**src/common/rtu_defines.svh**
```systemverilog
`ifndef RTU_DEFINES_SVH
`define RTU_DEFINES_SVH

//--------------------------------------------------------------------------
// Datapath widths
//--------------------------------------------------------------------------

// Physical address width for PCs and tval
`define RTU_PA_WIDTH    40

// Exception vector width
`define RTU_VEC_WIDTH   5

// Number of completion sources in ex1
`define RTU_CBUS_WIDTH  7

//--------------------------------------------------------------------------
// One-hot completion source codes
//--------------------------------------------------------------------------

// ALU is the top bit, VEC is bit 0
`define RTU_CBUS_ALU_SEL  7'b100_0000
`define RTU_CBUS_MUL_SEL  7'b010_0000
`define RTU_CBUS_BJU_SEL  7'b001_0000
`define RTU_CBUS_DIV_SEL  7'b000_1000
`define RTU_CBUS_LSU_SEL  7'b000_0100
`define RTU_CBUS_CP0_SEL  7'b000_0010
`define RTU_CBUS_VEC_SEL  7'b000_0001

`endif

```
**src/common/rtu_pkg.sv**
```systemverilog
`include "rtu_defines.svh"

package rtu_pkg;

  //------------------------------------------------------------------------
  // Scalar datapath types
  //------------------------------------------------------------------------

  // PC or trap value
  typedef logic [`RTU_PA_WIDTH-1:0] pc_t;

  // Exception vector number
  typedef logic [`RTU_VEC_WIDTH-1:0] expt_vec_t;

  //------------------------------------------------------------------------
  // Completion source
  //------------------------------------------------------------------------

  // Field order follows the one-hot select codes
  typedef struct packed {
    logic alu;
    logic mul;
    logic bju;
    logic div;
    logic lsu;
    logic cp0;
    logic vec;
  } cmplt_src_s;

  // Raw view for decode and reduction, named view for single units
  typedef union packed {
    logic [`RTU_CBUS_WIDTH-1:0] raw;
    cmplt_src_s                 unit;
  } cmplt_src_u;

endpackage

```
**src/logic/retire_ctrl.sv**
```systemverilog
`timescale 1ns/1ps

module retire_ctrl (
  input  logic               dp_misc_clk,
  input  logic               rst_n,

  // Unit completion reports from ex1
  input  logic               alu_cmplt,
  input  logic               mul_cmplt,
  input  logic               bju_cmplt,
  input  logic               div_cmplt,
  input  logic               lsu_cmplt,
  input  logic               cp0_cmplt,
  input  logic               vec_cmplt,

  output rtu_pkg::cmplt_src_u cmplt_src,
  output logic               pipe_en,
  output logic               trap_en,
  output logic               ex2_vld
);

  //------------------------------------------------------------------------
  // Completion source vector
  //------------------------------------------------------------------------

  // At most one unit reports per cycle
  assign cmplt_src.raw = {alu_cmplt,
                          mul_cmplt,
                          bju_cmplt,
                          div_cmplt,
                          lsu_cmplt,
                          cp0_cmplt,
                          vec_cmplt};

  //------------------------------------------------------------------------
  // Stage enables
  //------------------------------------------------------------------------

  // Any completion moves the instruction into ex2
  assign pipe_en = |cmplt_src.raw;

  // Only CP0 and LSU carry trap information
  assign trap_en = cmplt_src.unit.cp0 | cmplt_src.unit.lsu;

  //------------------------------------------------------------------------
  // Ex2 valid
  //------------------------------------------------------------------------

  always_ff @(posedge dp_misc_clk or negedge rst_n) begin
    if (!rst_n) begin
      ex2_vld <= 1'b0;
    end else begin
      ex2_vld <= pipe_en;
    end
  end

endmodule

```
**src/logic/cmplt_decode.sv**
```systemverilog
`timescale 1ns/1ps

`include "rtu_defines.svh"

module cmplt_decode (
  input  logic                dp_misc_clk,
  input  logic                rst_n,
  input  rtu_pkg::cmplt_src_u cmplt_src,
  input  logic                pipe_en,

  // Integer unit info
  input  logic                alu_inst_len,
  input  logic                alu_inst_split,
  input  logic                bju_inst_len,
  input  logic                branch_inst,

  // LSU info
  input  logic                lsu_inst_len,
  input  logic                lsu_inst_split,

  // CP0 info
  input  logic                cp0_inst_len,
  input  logic                cp0_inst_split,
  input  logic                cp0_mret,
  input  logic                cp0_sret,
  input  logic                cp0_flush,

  output logic                ex1_inst_len,
  output logic                ex1_inst_split,

  output logic                ex2_inst_split,
  output logic                ex2_inst_branch,
  output logic                ex2_inst_mret,
  output logic                ex2_inst_sret,
  output logic                ex2_inst_flush
);

  logic ex1_inst_branch;
  logic ex1_inst_mret;
  logic ex1_inst_sret;
  logic ex1_inst_flush;

  //------------------------------------------------------------------------
  // Ex1 length and split decode
  //------------------------------------------------------------------------

  always_comb begin
    case (cmplt_src.raw)
      `RTU_CBUS_ALU_SEL: begin
        ex1_inst_len   = alu_inst_len;
        ex1_inst_split = alu_inst_split;
      end
      `RTU_CBUS_BJU_SEL: begin
        ex1_inst_len   = bju_inst_len;
        ex1_inst_split = 1'b0;
      end
      `RTU_CBUS_LSU_SEL: begin
        ex1_inst_len   = lsu_inst_len;
        ex1_inst_split = lsu_inst_split;
      end
      `RTU_CBUS_CP0_SEL: begin
        ex1_inst_len   = cp0_inst_len;
        ex1_inst_split = cp0_inst_split;
      end
      // Fixed 32-bit, never split
      `RTU_CBUS_MUL_SEL, `RTU_CBUS_DIV_SEL, `RTU_CBUS_VEC_SEL: begin
        ex1_inst_len   = 1'b1;
        ex1_inst_split = 1'b0;
      end
      default: begin
        ex1_inst_len   = 1'b0;
        ex1_inst_split = 1'b0;
      end
    endcase
  end

  // Class flags qualified by the owning unit
  assign ex1_inst_branch = cmplt_src.unit.bju & branch_inst;
  assign ex1_inst_mret   = cmplt_src.unit.cp0 & cp0_mret;
  assign ex1_inst_sret   = cmplt_src.unit.cp0 & cp0_sret;
  assign ex1_inst_flush  = cmplt_src.unit.cp0 & cp0_flush;

  //------------------------------------------------------------------------
  // Ex2 flag registers
  //------------------------------------------------------------------------

  always_ff @(posedge dp_misc_clk or negedge rst_n) begin
    if (!rst_n) begin
      ex2_inst_split  <= 1'b0;
      ex2_inst_branch <= 1'b0;
      ex2_inst_mret   <= 1'b0;
      ex2_inst_sret   <= 1'b0;
      ex2_inst_flush  <= 1'b0;
    end else if (pipe_en) begin
      ex2_inst_split  <= ex1_inst_split;
      ex2_inst_branch <= ex1_inst_branch;
      ex2_inst_mret   <= ex1_inst_mret;
      ex2_inst_sret   <= ex1_inst_sret;
      ex2_inst_flush  <= ex1_inst_flush;
    end
  end

endmodule

```
**src/logic/pc_select.sv**
```systemverilog
`timescale 1ns/1ps

module pc_select (
  input  logic                dp_misc_clk,
  input  logic                rst_n,
  input  rtu_pkg::cmplt_src_u cmplt_src,
  input  logic                pipe_en,

  // Ex1 PCs
  input  rtu_pkg::pc_t        ex1_cur_pc,
  input  rtu_pkg::pc_t        ex1_next_pc,
  input  rtu_pkg::pc_t        cp0_chgflw_pc,
  input  logic                cp0_chgflw,

  // Late load-dependent redirect at ex2
  input  logic                depd_lsu_chgflw_vld,
  input  rtu_pkg::pc_t        depd_lsu_next_pc,

  output rtu_pkg::pc_t        ex2_cur_pc,
  output rtu_pkg::pc_t        ex2_next_pc,
  output logic                ex2_inst_chgflw
);

  logic         ex1_inst_chgflw;
  rtu_pkg::pc_t ex1_sel_next_pc;
  rtu_pkg::pc_t ex2_next_pc_q;

  //------------------------------------------------------------------------
  // Ex1 next-PC selection
  //------------------------------------------------------------------------

  // CP0 redirect wins over the sequential PC
  assign ex1_inst_chgflw = cmplt_src.unit.cp0 & cp0_chgflw;
  assign ex1_sel_next_pc = ex1_inst_chgflw ? cp0_chgflw_pc : ex1_next_pc;

  //------------------------------------------------------------------------
  // Ex2 PC registers
  //------------------------------------------------------------------------

  always_ff @(posedge dp_misc_clk or negedge rst_n) begin
    if (!rst_n) begin
      ex2_cur_pc      <= '0;
      ex2_next_pc_q   <= '0;
      ex2_inst_chgflw <= 1'b0;
    end else if (pipe_en) begin
      ex2_cur_pc      <= ex1_cur_pc;
      ex2_next_pc_q   <= ex1_sel_next_pc;
      ex2_inst_chgflw <= ex1_inst_chgflw;
    end
  end

  // Load-dependent redirect arrives too late to register
  assign ex2_next_pc = depd_lsu_chgflw_vld ? depd_lsu_next_pc : ex2_next_pc_q;

endmodule

```
**src/trap/trap_capture.sv**
```systemverilog
`timescale 1ns/1ps

module trap_capture (
  input  logic                dp_misc_clk,
  input  logic                rst_n,
  input  rtu_pkg::cmplt_src_u cmplt_src,
  input  logic                trap_en,

  // CP0 exception report
  input  logic                cp0_expt_vld,
  input  rtu_pkg::expt_vec_t  cp0_expt_vec,
  input  rtu_pkg::pc_t        cp0_expt_tval,

  // LSU exception report
  input  logic                lsu_expt_vld,
  input  rtu_pkg::expt_vec_t  lsu_expt_vec,
  input  rtu_pkg::pc_t        lsu_expt_tval,

  output logic                ex2_inst_expt,
  output rtu_pkg::expt_vec_t  ex2_vec,
  output rtu_pkg::pc_t        ex2_tval
);

  logic               ex1_inst_expt;
  rtu_pkg::expt_vec_t ex1_vec;
  rtu_pkg::pc_t       ex1_tval;

  //------------------------------------------------------------------------
  // Ex1 exception selection
  //------------------------------------------------------------------------

  // Each valid counts only while its own unit completes
  assign ex1_inst_expt = (cmplt_src.unit.cp0 & cp0_expt_vld)
                       | (cmplt_src.unit.lsu & lsu_expt_vld);

  // CP0 takes priority, LSU otherwise
  assign ex1_vec  = cmplt_src.unit.cp0 ? cp0_expt_vec  : lsu_expt_vec;
  assign ex1_tval = cmplt_src.unit.cp0 ? cp0_expt_tval : lsu_expt_tval;

  //------------------------------------------------------------------------
  // Ex2 trap registers
  //------------------------------------------------------------------------

  // Hold through completions that carry no trap info
  always_ff @(posedge dp_misc_clk or negedge rst_n) begin
    if (!rst_n) begin
      ex2_inst_expt <= 1'b0;
      ex2_vec       <= '0;
      ex2_tval      <= '0;
    end else if (trap_en) begin
      ex2_inst_expt <= ex1_inst_expt;
      ex2_vec       <= ex1_vec;
      ex2_tval      <= ex1_tval;
    end
  end

endmodule

```
**src/logic/rtu_dp_top.sv**
```systemverilog
`timescale 1ns/1ps

module rtu_dp_top (
  input  logic               dp_misc_clk,
  input  logic               rst_n,

  // Integer unit, ex1
  input  logic               iu_rtu_ex1_alu_cmplt_dp,
  input  logic               iu_rtu_ex1_alu_inst_len,
  input  logic               iu_rtu_ex1_alu_inst_split,
  input  logic               iu_rtu_ex1_mul_cmplt_dp,
  input  logic               iu_rtu_ex1_bju_cmplt_dp,
  input  logic               iu_rtu_ex1_bju_inst_len,
  input  logic               iu_rtu_ex1_branch_inst,
  input  logic               iu_rtu_ex1_div_cmplt_dp,
  input  rtu_pkg::pc_t       iu_rtu_ex1_cur_pc,
  input  rtu_pkg::pc_t       iu_rtu_ex1_next_pc,
  input  logic               iu_rtu_depd_lsu_chgflow_vld,
  input  rtu_pkg::pc_t       iu_rtu_depd_lsu_next_pc,

  // Load/store unit, ex1
  input  logic               lsu_rtu_ex1_cmplt_dp,
  input  logic               lsu_rtu_ex1_inst_len,
  input  logic               lsu_rtu_ex1_inst_split,
  input  logic               lsu_rtu_ex1_expt_vld,
  input  rtu_pkg::expt_vec_t lsu_rtu_ex1_expt_vec,
  input  rtu_pkg::pc_t       lsu_rtu_ex1_expt_tval,

  // CP0, ex1
  input  logic               cp0_rtu_ex1_cmplt_dp,
  input  logic               cp0_rtu_ex1_inst_len,
  input  logic               cp0_rtu_ex1_inst_split,
  input  logic               cp0_rtu_ex1_inst_mret,
  input  logic               cp0_rtu_ex1_inst_sret,
  input  logic               cp0_rtu_ex1_flush,
  input  logic               cp0_rtu_ex1_chgflw,
  input  rtu_pkg::pc_t       cp0_rtu_ex1_chgflw_pc,
  input  logic               cp0_rtu_ex1_expt_vld,
  input  rtu_pkg::expt_vec_t cp0_rtu_ex1_expt_vec,
  input  rtu_pkg::pc_t       cp0_rtu_ex1_expt_tval,

  // Vector unit, ex1
  input  logic               vpu_rtu_ex1_cmplt_dp,

  // Same-cycle return to the integer unit
  output logic               rtu_iu_ex1_inst_len,
  output logic               rtu_iu_ex1_inst_split,

  // Ex2 retire info
  output logic               dp_retire_ex2_vld,
  output logic               dp_retire_ex2_inst_split,
  output logic               dp_retire_ex2_inst_branch,
  output logic               dp_retire_ex2_inst_mret,
  output logic               dp_retire_ex2_inst_sret,
  output logic               dp_retire_ex2_inst_flush,
  output logic               dp_retire_ex2_inst_chgflw,
  output rtu_pkg::pc_t       dp_retire_ex2_cur_pc,
  output rtu_pkg::pc_t       dp_retire_ex2_next_pc,
  output logic               dp_retire_ex2_inst_expt,
  output rtu_pkg::expt_vec_t dp_retire_ex2_vec,
  output rtu_pkg::pc_t       dp_retire_ex2_tval
);

  rtu_pkg::cmplt_src_u cmplt_src;
  logic                pipe_en;
  logic                trap_en;

  //--------------------------------------------------------------------------
  // Control
  //--------------------------------------------------------------------------

  retire_ctrl u_retire_ctrl (
    .dp_misc_clk (dp_misc_clk),
    .rst_n       (rst_n),
    .alu_cmplt   (iu_rtu_ex1_alu_cmplt_dp),
    .mul_cmplt   (iu_rtu_ex1_mul_cmplt_dp),
    .bju_cmplt   (iu_rtu_ex1_bju_cmplt_dp),
    .div_cmplt   (iu_rtu_ex1_div_cmplt_dp),
    .lsu_cmplt   (lsu_rtu_ex1_cmplt_dp),
    .cp0_cmplt   (cp0_rtu_ex1_cmplt_dp),
    .vec_cmplt   (vpu_rtu_ex1_cmplt_dp),
    .cmplt_src   (cmplt_src),
    .pipe_en     (pipe_en),
    .trap_en     (trap_en),
    .ex2_vld     (dp_retire_ex2_vld)
  );

  //--------------------------------------------------------------------------
  // Datapath
  //--------------------------------------------------------------------------

  cmplt_decode u_cmplt_decode (
    .dp_misc_clk     (dp_misc_clk),
    .rst_n           (rst_n),
    .cmplt_src       (cmplt_src),
    .pipe_en         (pipe_en),
    .alu_inst_len    (iu_rtu_ex1_alu_inst_len),
    .alu_inst_split  (iu_rtu_ex1_alu_inst_split),
    .bju_inst_len    (iu_rtu_ex1_bju_inst_len),
    .branch_inst     (iu_rtu_ex1_branch_inst),
    .lsu_inst_len    (lsu_rtu_ex1_inst_len),
    .lsu_inst_split  (lsu_rtu_ex1_inst_split),
    .cp0_inst_len    (cp0_rtu_ex1_inst_len),
    .cp0_inst_split  (cp0_rtu_ex1_inst_split),
    .cp0_mret        (cp0_rtu_ex1_inst_mret),
    .cp0_sret        (cp0_rtu_ex1_inst_sret),
    .cp0_flush       (cp0_rtu_ex1_flush),
    .ex1_inst_len    (rtu_iu_ex1_inst_len),
    .ex1_inst_split  (rtu_iu_ex1_inst_split),
    .ex2_inst_split  (dp_retire_ex2_inst_split),
    .ex2_inst_branch (dp_retire_ex2_inst_branch),
    .ex2_inst_mret   (dp_retire_ex2_inst_mret),
    .ex2_inst_sret   (dp_retire_ex2_inst_sret),
    .ex2_inst_flush  (dp_retire_ex2_inst_flush)
  );

  pc_select u_pc_select (
    .dp_misc_clk         (dp_misc_clk),
    .rst_n               (rst_n),
    .cmplt_src           (cmplt_src),
    .pipe_en             (pipe_en),
    .ex1_cur_pc          (iu_rtu_ex1_cur_pc),
    .ex1_next_pc         (iu_rtu_ex1_next_pc),
    .cp0_chgflw_pc       (cp0_rtu_ex1_chgflw_pc),
    .cp0_chgflw          (cp0_rtu_ex1_chgflw),
    .depd_lsu_chgflw_vld (iu_rtu_depd_lsu_chgflow_vld),
    .depd_lsu_next_pc    (iu_rtu_depd_lsu_next_pc),
    .ex2_cur_pc          (dp_retire_ex2_cur_pc),
    .ex2_next_pc         (dp_retire_ex2_next_pc),
    .ex2_inst_chgflw     (dp_retire_ex2_inst_chgflw)
  );

  trap_capture u_trap_capture (
    .dp_misc_clk   (dp_misc_clk),
    .rst_n         (rst_n),
    .cmplt_src     (cmplt_src),
    .trap_en       (trap_en),
    .cp0_expt_vld  (cp0_rtu_ex1_expt_vld),
    .cp0_expt_vec  (cp0_rtu_ex1_expt_vec),
    .cp0_expt_tval (cp0_rtu_ex1_expt_tval),
    .lsu_expt_vld  (lsu_rtu_ex1_expt_vld),
    .lsu_expt_vec  (lsu_rtu_ex1_expt_vec),
    .lsu_expt_tval (lsu_rtu_ex1_expt_tval),
    .ex2_inst_expt (dp_retire_ex2_inst_expt),
    .ex2_vec       (dp_retire_ex2_vec),
    .ex2_tval      (dp_retire_ex2_tval)
  );

endmodule

```
**config.mk**
```make
export PLATFORM = sky130hd
export DESIGN_NAME = rtu_dp_top
export DESIGN_NICKNAME = d
export VERILOG_FILES = /design/src/common/rtu_pkg.sv /design/src/logic/retire_ctrl.sv /design/src/logic/cmplt_decode.sv /design/src/logic/pc_select.sv /design/src/trap/trap_capture.sv /design/src/logic/rtu_dp_top.sv
export VERILOG_INCLUDE_DIRS = /design/src /design/src/common
export SDC_FILE = /design/constraint.sdc
export NUM_CORES = 1
export LEC_CHECK = 0
export CAP_MARGIN = 20
export CORE_AREA = 2 2 159 161
export CTS_CLUSTER_SIZE = 8
export DETAILED_ROUTE_END_ITERATION = 12
export DIE_AREA = 0 0 161 163
export DONT_BUFFER_PORTS = 1
export PLACE_DENSITY = 0.49
export SETUP_SLACK_MARGIN = 0.05
export SLEW_MARGIN = 5
export SYNTH_ARGS = -nofsm -noshare
export SYNTH_HDL_FRONTEND = slang
export SYNTH_SLANG_ARGS = --single-unit
```
**constraint.sdc**
```tcl
create_clock -name dp_misc_clk -period 0.9 [get_ports dp_misc_clk]
set_input_delay 0.045 -clock dp_misc_clk [delete_from_list [all_inputs] [get_ports dp_misc_clk]]
set_output_delay 0.045 -clock dp_misc_clk [all_outputs]
set_load 0.01 [all_outputs]
```
* Word-level counts from Yosys, hierarchy flattened *
Index checks and enable logic that the tools add are counted.

storage, ports and cells
  word-level logic and storage cells = 36
  memories kept = 0
  output and inout port bits = 135
  bits in writable memories = 0
  memory bits (read-only) = 0
  register bits after elaboration = 133
  bits of input ports = 274
  latch bits = 0

operators by class
  multiplexer cells = 6
  $lt $le $gt $ge = 0
  bitwise gates (word level) = 9
  add/sub/neg operators = 0
  reductions and logical operators = 2
  divide/modulo/power cells = 0
  $mul = 0
  shift-type cells = 0
  equal/unequal tests = 7

operators with widths
  kind                                                  count
  2-to-1 mux 40 bit                                     3
  AND 1 bit                                             7
  equality test 7 x 1 -> 1 bit (second input constant)  1
  equality test 7 x 2 -> 1 bit (second input constant)  1
  equality test 7 x 3 -> 1 bit (second input constant)  1
  equality test 7 x 4 -> 1 bit (second input constant)  1
  equality test 7 x 5 -> 1 bit (second input constant)  1
  equality test 7 x 6 -> 1 bit (second input constant)  1
  equality test 7 bit (second input constant)           1
  OR reduction 7 bit                                    1
  2-to-1 mux 5 bit                                      1
  case mux 1 bit (5 select lines)                       1
  case mux 1 bit (3 select lines)                       1
  OR reduction 3 bit                                    1
  OR 1 bit                                              2

* Depth between registers and ports, before layout *
Gate-level depths: netlist of the first run.

  depth after elaboration = 3
  gate-level depth with buffers = 7
  gate-level depth less buffers = 4

* Hierarchy *
From an unflattened synthesis of the first run, not the netlist that was laid out.

unflattened totals
  cells, all modules = 609
  area, all modules = 6,859.1 µm²

modules (own cells, without submodules)
  module        sequential area each (µm²)  cells each  times used  area each (µm²)
  pc_select     2,026.9                     360         1           4,250.3
  trap_capture  1,151.1                     199         1           2,148.3
  cmplt_decode  125.1                       39          1           362.8
  retire_ctrl   25.0                        11          1           97.6

* Worst setup path before layout of the first run *
Ideal clock, no wire load.

  kind = input to register
  start = input lsu_rtu_ex1_cmplt_dp
  end = register u_pc_select.ex2_cur_pc[0]
  setup time = 0.125 ns
  data required time = 0.775 ns
  stages = 6
  data arrival time = 1.098 ns
  setup slack = -0.323 ns
  buffers on the path = 2
  cell sequence = clkbuf_1 > nor4_4 > and2_4 > inv_4 > buf_6 > mux2_4

on the way
  longest elaborated chain between the ends = 1

ends and longest elaborated chain
  element               RTL line           text
  start, declared       rtu_dp_top.sv:22   input logic lsu_rtu_ex1_cmplt_dp,
  OR reduction 7 bit    retire_ctrl.sv:40  assign pipe_en = |cmplt_src.raw;
  end signal, assigned  pc_select.sv:46    ex2_cur_pc <= ex1_cur_pc;
  end, declared         pc_select.sv:19    output rtu_pkg::pc_t ex2_cur_pc,

No other way between the ends.
A chain may end at the register's enable or synchronous reset.

* Worst setup path in the final report of the first run *
  start = register u_pc_select.ex2_next_pc_q[0]
  end = output dp_retire_ex2_next_pc[0]

on the way
  longest elaborated chain between the ends = 1

ends and longest elaborated chain
  element                 RTL line          text
  start, declared         pc_select.sv:26   rtu_pkg::pc_t ex2_next_pc_q;
  start signal, assigned  pc_select.sv:47   ex2_next_pc_q <= ex1_sel_next_pc;
  2-to-1 mux 40 bit       pc_select.sv:53   assign ex2_next_pc = depd_lsu_chgflw_vld ? depd_lsu_next_pc : ex2_next_pc_q;
  end, declared           rtu_dp_top.sv:58  output rtu_pkg::pc_t dp_retire_ex2_next_pc,

No other way between the ends.

==> flow_summary.toml, run 1 <==
[run_status]
status = "finished with violations"
violations = "hold timing, setup timing"

[floorplan]
die_x_um = 161
die_h_um = 163
floorplan.rows = 58
die_area_um2 = 26200
core-area_um2 = 24700
num_io_pins = 409
start_util = 0.260

[power_and_ir_drop]
max-vdd-ir-drop_uv = 905
power_density_nw_per_um2 = 1630
leakage_nw = 4.72

[detailed_routing]
vias = 5102
drc = 0
drt_iter0_drc = 262
routed_via_density = 4.61
routedWlPerCell_um = 19.2
wirelength_mm = 21.3
first_pass_iters = 4
ant_nets = 0

[clock_tree]
numCtsBuffers = 17
path_clk_slew_ps = 70
cts_tree = "yes"
clockBufferDepth = 2
root_buffer = "clkbuf_16"
htreeDepth = 4
insertion_delay_ps = 400
cts_sinks = 133

[cells_and_area]
final_nets = 1036
final_cells = 1106
syn_to_final_growth_pct = 55.3
final_core_util = 0.404
drive_gt1_frac = 0.299
num-fill-cells = 2292
final_area_um2 = 9970

[placement]
place_ws_ps = -324
place_hpwl_mm = 13.2
placed_cell_area_um2 = 7110
gp_congestion = 0.825
dpl.cell_count = 891
port-buffer-count = 0

[run]
cap_viol_max_count = 0

[critical_path]
critPathLaunch = "u_pc_select.ex2_next_pc_q[0]"
end_kind = "output pin"
crit_chain = "mux2_4"
slowest_stage = "dfrtp_1"
crit_fanout = 2
critPathTopFamily = "flip-flops"
critPathBufInv = 0
rr_startpoint = "u_cmplt_decode.ex2_inst_split"
critPathArrivalTime_ps = 1140
cp-start-kind = "flip-flop"
cp_slowest_stage_delay_ps = 430
worstSetupPathType = "flip-flop to output pin"
worstPathRequired_ps = 850

[timing]
rsz0062_at_grt = "true"
hold_viol = 183
worst_slew_pin_slew_ps = 332
slew_violations = 0
layout_min_cycle_time_ps = 1180
fmax_ghz = 0.844
layout_setup_ws_ps = -284
relSlewSlack = 0.773
whs_ps = -672
setup_viol = 116
period_share = 1.32
skew_ps = 0

[hold_path]
hold_class = "primary input to async pin"

[logic_synthesis]
synth-seq-cells = 133
yosysSeqAreaShare = 0.518
synthesis.nets = 817
synthesis.area_um2 = 6420
synth_area_leaders = "dfrtp_1, mux2i_1, mux2_4"
synth_area_leader_cell = "dfrtp_1"
synthCells = 543
avgSynthCellArea_um2 = 11.8
yosysWarningCount = 0
synth_top_area_share = 0.518
synth_cell_type_count = 27

[grt]
grt_busiest_layer = "met2"
grt_remaining_overflow = 0
grt.met1_usage = 0.156
antenna_found_initial = 1
grt_pass1_vias = 5508
grt_pass1_wl_mm = 29.8
use_met3 = 0.0448
grtUsageMet2 = 0.270
grt_use_total = 0.147
grt_max_degree = 134
==> cells in the mapped netlist <==
master,count
dfrtp_1,133
nand4_1,1
nor4_4,1
clkbuf_1,14
inv_4,1
a21boi_0,2
a21oi_1,1
buf_6,4
a22o_1,4
buf_1,4
nor2_1,1
nor3_1,3
and2_4,1
mux2i_1,86
nand3_1,2
nand2b_1,1
mux2_2,42
and3_1,1
mux2_4,39
a221o_1,1
and3b_1,1
nand2_1,92
nor3b_1,1
buf_4,5
nand3b_1,2
buf_2,11
o21ai_0,89
==> area by class of cell <==
class,instances,area [µm²],share of cell area
repair buffers,238,2520,0.253
diodes,1,2.50,0.000251
well taps,330,413,0.0414
flip-flops and latches,133,3330,0.334
clock inverters,15,186,0.0187
multi-input cells,371,3090,0.309
clock buffers,17,425,0.0427
inverters,1,11.3,0.00113
==> worst reg2reg max path, delay by kind of cell (launching register included) <==
kind	cells	cell delay [ps]
and+or+nand+nor	1	50
AOI/OAI and AO/OA	1	60
DFF	1	400
buffers and inverters	1	120
muxes	1	260
==> state kept, by name (all words and copies together) (netlist names) <==
register                        count
u_trap_capture.ex2_inst_expt        1
u_cmplt_decode.ex2_inst_flush       1
u_cmplt_decode.ex2_inst_sret        1
u_pc_select.ex2_cur_pc             40
u_cmplt_decode.ex2_inst_mret        1
u_trap_capture.ex2_tval            40
u_cmplt_decode.ex2_inst_branch      1
u_retire_ctrl.ex2_vld               1
u_cmplt_decode.ex2_inst_split       1
u_trap_capture.ex2_vec              5
u_pc_select.ex2_inst_chgflw         1
u_pc_select.ex2_next_pc_q          40
==> power breakdown <==
| part | internal, mW | switching (mW) |
|---|---|---|
| Combinational | 1.47 | 0.755 |
| Clock | 4.21 | 2.93 |
| Sequential | 6.42 | 0.440 |
| Total | 12.1 | 4.13 |
==> cells by family (layout without fill, tap and decap cells) <==
group,after synthesis,count (layout),synth area share
flops,133,133,0.518
simple gates,107,107,0.0707
buf+inv,39,271,0.0329
mux,167,167,0.299
compound gates,97,97,0.0795
other cells,0,1,0
==> per-stage QoR <==
stage,total power [mW],TNS [ps],hold slack [ps]
floorplan,7.95,-16600,-251
global placement,8.25,-22530,-247
detailed placement,8.29,-24570,-248
CTS,16.4,-15870,-705
global route,17.0,-18670,-711
finish,16.2,-13640,-672
==> routing by layer <==
metal | part of all wire | wire (µm)
met1 | 0.37 | 7920
met2 | 0.53 | 11300
met3 | 0.068 | 1460
met4 | 0.029 | 628
met5 | 0 | 0
==> what timing repair did <==
action,CTS,global route
pin swaps,3,4
setup buffers,31,13
setup endpoints to repair,136,228
resized for setup,93,37
hold buffers,130,1
hold endpoints to repair,264,183
gates cloned,0,7
==> placed cells by master (no fill, tap or decap), types with 2 or more instances in the layout <==
master and count:
clkinvlp_4 2, nand3b_1 2, mux2_4 81, buf_4 33
inv_6 5, inv_8 4, bufinv_16 2, buf_12 4
nand2_2 2, buf_6 62, nor3_1 2, o21ai_1 9
clkinv_4 2, a22o_1 4, o21ai_2 2, buf_8 2
dlygate4sd3_1 131, dfrtp_1 133, clkbuf_16 22, nand2_1 89
mux2i_1 86, o21ai_0 78
==> worst paths after layout <==
check                                           endpoint  slack, ps  depth (start not counted)
setup / recovery                dp_retire_ex2_next_pc[0]       -280                          1
hold / removal             u_pc_select.ex2_next_pc_q[30]       -670                          0
setup reg to reg           u_cmplt_decode.ex2_inst_split       -100                          4
hold reg to reg             u_pc_select.ex2_next_pc_q[9]        480                          2
max in group asynchronous     u_trap_capture.ex2_tval[5]       1350                          0
min in group dp_misc_clk      u_trap_capture.ex2_tval[9]       -270                          1
Power figures use the tool's default switching activity.
==> run 2: changes to the inputs <==
--- a/config.mk
+++ b/config.mk
@@ -12,7 +12,7 @@
 export DETAILED_ROUTE_END_ITERATION = 12
 export DIE_AREA = 0 0 161 163
 export DONT_BUFFER_PORTS = 1
-export PLACE_DENSITY = 0.49
+export PLACE_DENSITY = 0.47
 export SETUP_SLACK_MARGIN = 0.05
 export SLEW_MARGIN = 5
 export SYNTH_ARGS = -nofsm -noshare
==> flow_summary.toml, run 2 (synthesis results as in run 1) <==
[run]
cap_viol_max_count = 0

[critical_path]
end_kind = "output pin"
worstPathRequired_ps = 850
crit_fanout = 2
cp_slowest_stage_delay_ps = 400
cp-start-kind = "flip-flop"
critPathArrivalTime_ps = 1100
slowest_stage = "dfrtp_1"
crit_chain = "mux2_4"
critPathTopFamily = "flip-flops"
critPathBufInv = 0
worstSetupPathType = "flip-flop to output pin"

[power_and_ir_drop]
total_power_mw = 17.0
leakage_nw = 4.71
max-vdd-ir-drop_uv = 1010
power_density_nw_per_um2 = 1710

[grt]
grt_max_degree = 134
grt_remaining_overflow = 0
antenna_found_initial = 0
grt_pass1_wl_mm = 30.2
grt_pass1_vias = 5470
grt_use_total = 0.148

[placement]
gp_congestion = 0.811
placed_cell_area_um2 = 7210
port-buffer-count = 0
place_hpwl_mm = 13.5

[detailed_routing]
wl_met1_mm = 7.29
wl_met2_mm = 10.9
wirelength_mm = 20.1
top_layer = "met4"
wl_met3_mm = 1.64
routed_via_density = 4.52
drt_iter0_drc = 180
drc = 0
routedWlPerCell_um = 18.1
ant_nets = 0
first_pass_iters = 4
vias = 5010

[clock_tree]
cts_sinks = 133
postCtsHoldBufs = 133
htreeDepth = 4
cts_tree = "yes"
insertion_delay_ps = 400
clockBufferDepth = 2
path_clk_slew_ps = 60
root_buffer = "clkbuf_16"
numCtsBuffers = 17

[run_status]
violations = "hold timing, setup timing"
status = "finished with violations"

[timing]
skew_ps = 0
relSlewSlack = 0.810
fmax_ghz = 0.872
slew_violations = 0
whs_ps = -671
layout_min_cycle_time_ps = 1150
layout_setup_ws_ps = -247
period_share = 1.27
setup_viol = 95
rsz0062_at_grt = "true"
worst_slew_pin_slew_ps = 278
hold_viol = 183

[cells_and_area]
syn_to_final_growth_pct = 54.8
final_nets = 1039
biggestRegsByFlops = "u_pc_select.ex2_cur_pc x40, u_pc_select.ex2_next_pc_q x40, u_trap_capture.ex2_tval x40"
layout_common_cells = "dlygate4sd3_1, dfrtp_1, nand2_1, mux2i_1, mux2_4"
n_antenna_cell = 0
drive_gt1_frac = 0.298
final_area_um2 = 9940
final_common_cell = "dlygate4sd3_1"

[floorplan]
die_x_um = 161
start_util = 0.260
core-area_um2 = 24700
die_area_um2 = 26200
num_io_pins = 409
floorplan.rows = 58
die_h_um = 163

[hold_path]
hold_class = "primary input to async pin"
[run 2: stage by stage]
step	utilization	hold slack (ps)	cells	setup WS [ps]	TNS (ps)
finish	0.403	-671	1108	-247	-12950
global route	0.403	-709	1108	-295	-17970
CTS	0.396	-702	1094	-278	-15700
detailed placement	0.292	-248	900	-351	-27510
global placement	0.292	-247	900	-362	-29130
floorplan	-	-251	543	-274	-16600
[run 2: per-layer routing]
layer / vias up / GRT usage
li1: 2352 / -
met1: 2403 / 0.155
met2: 244 / 0.279
met3: 11 / 0.0504
met4: 0 / 0.0483
met5: - / 0
[run 2: cell type report]
cell class | count | area [µm²]
clock buffer | 17 | 425
clock inverter | 15 | 240
fill | 2303 | 14700
inverter | 1 | 6.26
multi-input combinational | 371 | 3070
sequential | 133 | 3330
tap | 330 | 413
timing repair buffer | 241 | 2460
[run 2: power breakdown]
part / switching [mW] / internal, mW
clock: 2.87 / 5.00
combinational: 0.750 / 1.51
sequential: 0.429 / 6.43
[run 2: path summary, 6_finish.rpt]
path | start | to | slack, ps | cells after the start
worst min-delay path | rst_n | u_pc_select.ex2_next_pc_q[31] | -670 | 0
max in group asynchronous | rst_n | u_trap_capture.ex2_tval[26] | 1290 | 0
worst max register to register | u_pc_select.ex2_cur_pc[26] | u_pc_select.ex2_cur_pc[26] | -20 | 2
worst max-delay path | u_pc_select.ex2_next_pc_q[11] | dp_retire_ex2_next_pc[11] | -250 | 1
worst min register to register | u_pc_select.ex2_next_pc_q[30] | u_pc_select.ex2_next_pc_q[30] | 480 | 2
min in group dp_misc_clk | cp0_rtu_ex1_cmplt_dp | u_trap_capture.ex2_tval[10] | -270 | 1
[run 2: repair_timing]
action	4_1_cts	5_1_grt
resized for setup	91	33
endpoints found under the setup margin	137	160
setup buffers	29	14
endpoints found under the hold margin	265	183
cloned	0	0
pin swaps	5	2
==> run 3: changes to the inputs <==
--- a/config.mk
+++ b/config.mk
@@ -14,6 +14,7 @@
 export DONT_BUFFER_PORTS = 1
 export PLACE_DENSITY = 0.47
 export SETUP_SLACK_MARGIN = 0.05
+export SKIP_LAST_GASP = 1
 export SLEW_MARGIN = 5
 export SYNTH_ARGS = -nofsm -noshare
 export SYNTH_HDL_FRONTEND = slang
==> flow_summary.toml, run 3 (synthesis results as in run 1) <==
[run_status]
status = "finished with violations"
violations = "hold timing, setup timing"

[power_and_ir_drop]
max-vdd-ir-drop_uv = 1010
leakage_nw = 4.70
power_density_nw_per_um2 = 1710

[detailed_routing]
drt_iter0_drc = 177
routedWlPerCell_um = 18.1
ant_nets = 0
wirelength_mm = 20.1
routed_via_density = 4.52
first_pass_iters = 4
drc = 0
vias = 5008

[critical_path]
crit_chain = "mux2_4"
worstPathRequired_ps = 850
r2r_end = "u_pc_select.ex2_cur_pc[26]"
worstSetupPathType = "flip-flop to output pin"
critPathLaunch = "u_pc_select.ex2_next_pc_q[11]"
worstRegToRegCells = 2
critPathArrivalTime_ps = 1110
end_kind = "output pin"
rr_startpoint = "u_pc_select.ex2_cur_pc[26]"
cp_slowest_stage_delay_ps = 400
critPathTopFamily = "flip-flops"
r2r_slack_ps = -20
cp-start-kind = "flip-flop"
crit_cells = 1
slowest_stage = "dfrtp_1"
crit_fanout = 2
critPathBufInv = 0

[cells_and_area]
n_antenna_cell = 0
final_nets = 1039
final_common_cell = "dlygate4sd3_1"
biggestRegsByFlops = "u_pc_select.ex2_cur_pc x40, u_pc_select.ex2_next_pc_q x40, u_trap_capture.ex2_tval x40"
syn_to_final_growth_pct = 54.6
drive_gt1_frac = 0.298
final_area_um2 = 9930
layout_common_cells = "dlygate4sd3_1, dfrtp_1, nand2_1, mux2i_1, o21ai_0"
final_cells = 1108

[floorplan]
die_h_um = 163
die_x_um = 161
die_area_um2 = 26200
core-area_um2 = 24700
floorplan.rows = 58
start_util = 0.260
num_io_pins = 409

[timing]
period_share = 1.28
setup_viol = 95
rsz0062_at_grt = "true"
relSlewSlack = 0.810
fmax_ghz = 0.866
hold_viol = 183
worst_slew_pin_slew_ps = 278
whs_ps = -671
layout_min_cycle_time_ps = 1160
skew_ps = 0
slew_violations = 0
layout_setup_ws_ps = -255

[clock_tree]
htreeDepth = 4
clockBufferDepth = 2
cts_tree = "yes"
cts_sinks = 133
postCtsHoldBufs = 133
insertion_delay_ps = 400
numCtsBuffers = 17
root_buffer = "clkbuf_16"
path_clk_slew_ps = 60

[grt]
grt_pass1_vias = 5470
grt_max_degree = 134
antenna_found_initial = 0
grt_use_total = 0.148
grt_remaining_overflow = 0
grt_pass1_wl_mm = 30.2

[placement]
dpl.cell_count = 900
placed_cell_area_um2 = 7210
place_hpwl_mm = 13.5
port-buffer-count = 0
gp_congestion = 0.811

[run]
cap_viol_max_count = 0

[hold_path]
hold_class = "primary input to async pin"
[run 3: timing repair]
item / 4_1_cts / 5_1_grt
gates resized for setup: 91 / 24
buffers inserted: 29 / 14
pin swaps: 5 / 2
endpoints found under the hold margin: 265 / 183
endpoints found under the setup margin: 137 / 160
[run 3: stage by stage]
stage	hold WS, ps	worst slack (ps)	util	power [mW]	setup TNS, ps
after floorplan	-251	-274	-	7.95	-16600
after global placement	-247	-362	0.292	8.27	-29130
after detailed placement	-248	-351	0.292	8.30	-27510
after CTS	-702	-278	0.396	17.2	-15700
after global routing	-709	-295	0.403	17.8	-18030
final	-671	-255	0.403	17.0	-12980
[run 3: worst max path at each step]
stage                                    endpoint
floorplan               u_pc_select.ex2_cur_pc[0]
global placement        u_pc_select.ex2_cur_pc[0]
detailed placement  u_pc_select.ex2_next_pc_q[10]
CTS                     dp_retire_ex2_next_pc[18]
global route            dp_retire_ex2_next_pc[11]
finish                  dp_retire_ex2_next_pc[11]
[run 3: layout make-up]
type                       count  area, µm²
fill                        2305      14700
sequential                   133       3330
multi-input combinational    371       3070
timing repair buffer         241       2450
clock buffer                  17        425
tap                          330        413
clock inverter                15        240
inverter                       1       6.26
[run 3: layer usage]
layer	part of all wire	vias to the layer above	wire (µm)	track usage
li1	-	2353	-	-
met1	0.36	2399	7290	0.155
met2	0.54	245	10900	0.279
met3	0.082	11	1650	0.0504
met4	0.012	0	233	0.0483
met5	0	-	0	0
[run 3: power by group]
| group | leakage, nW | internal (mW) | switching [mW] |
|---|---|---|---|
| clock network | 0.319 | 5.00 | 2.87 |
| registers | 1.57 | 6.43 | 0.431 |
| logic | 2.81 | 1.50 | 0.746 |
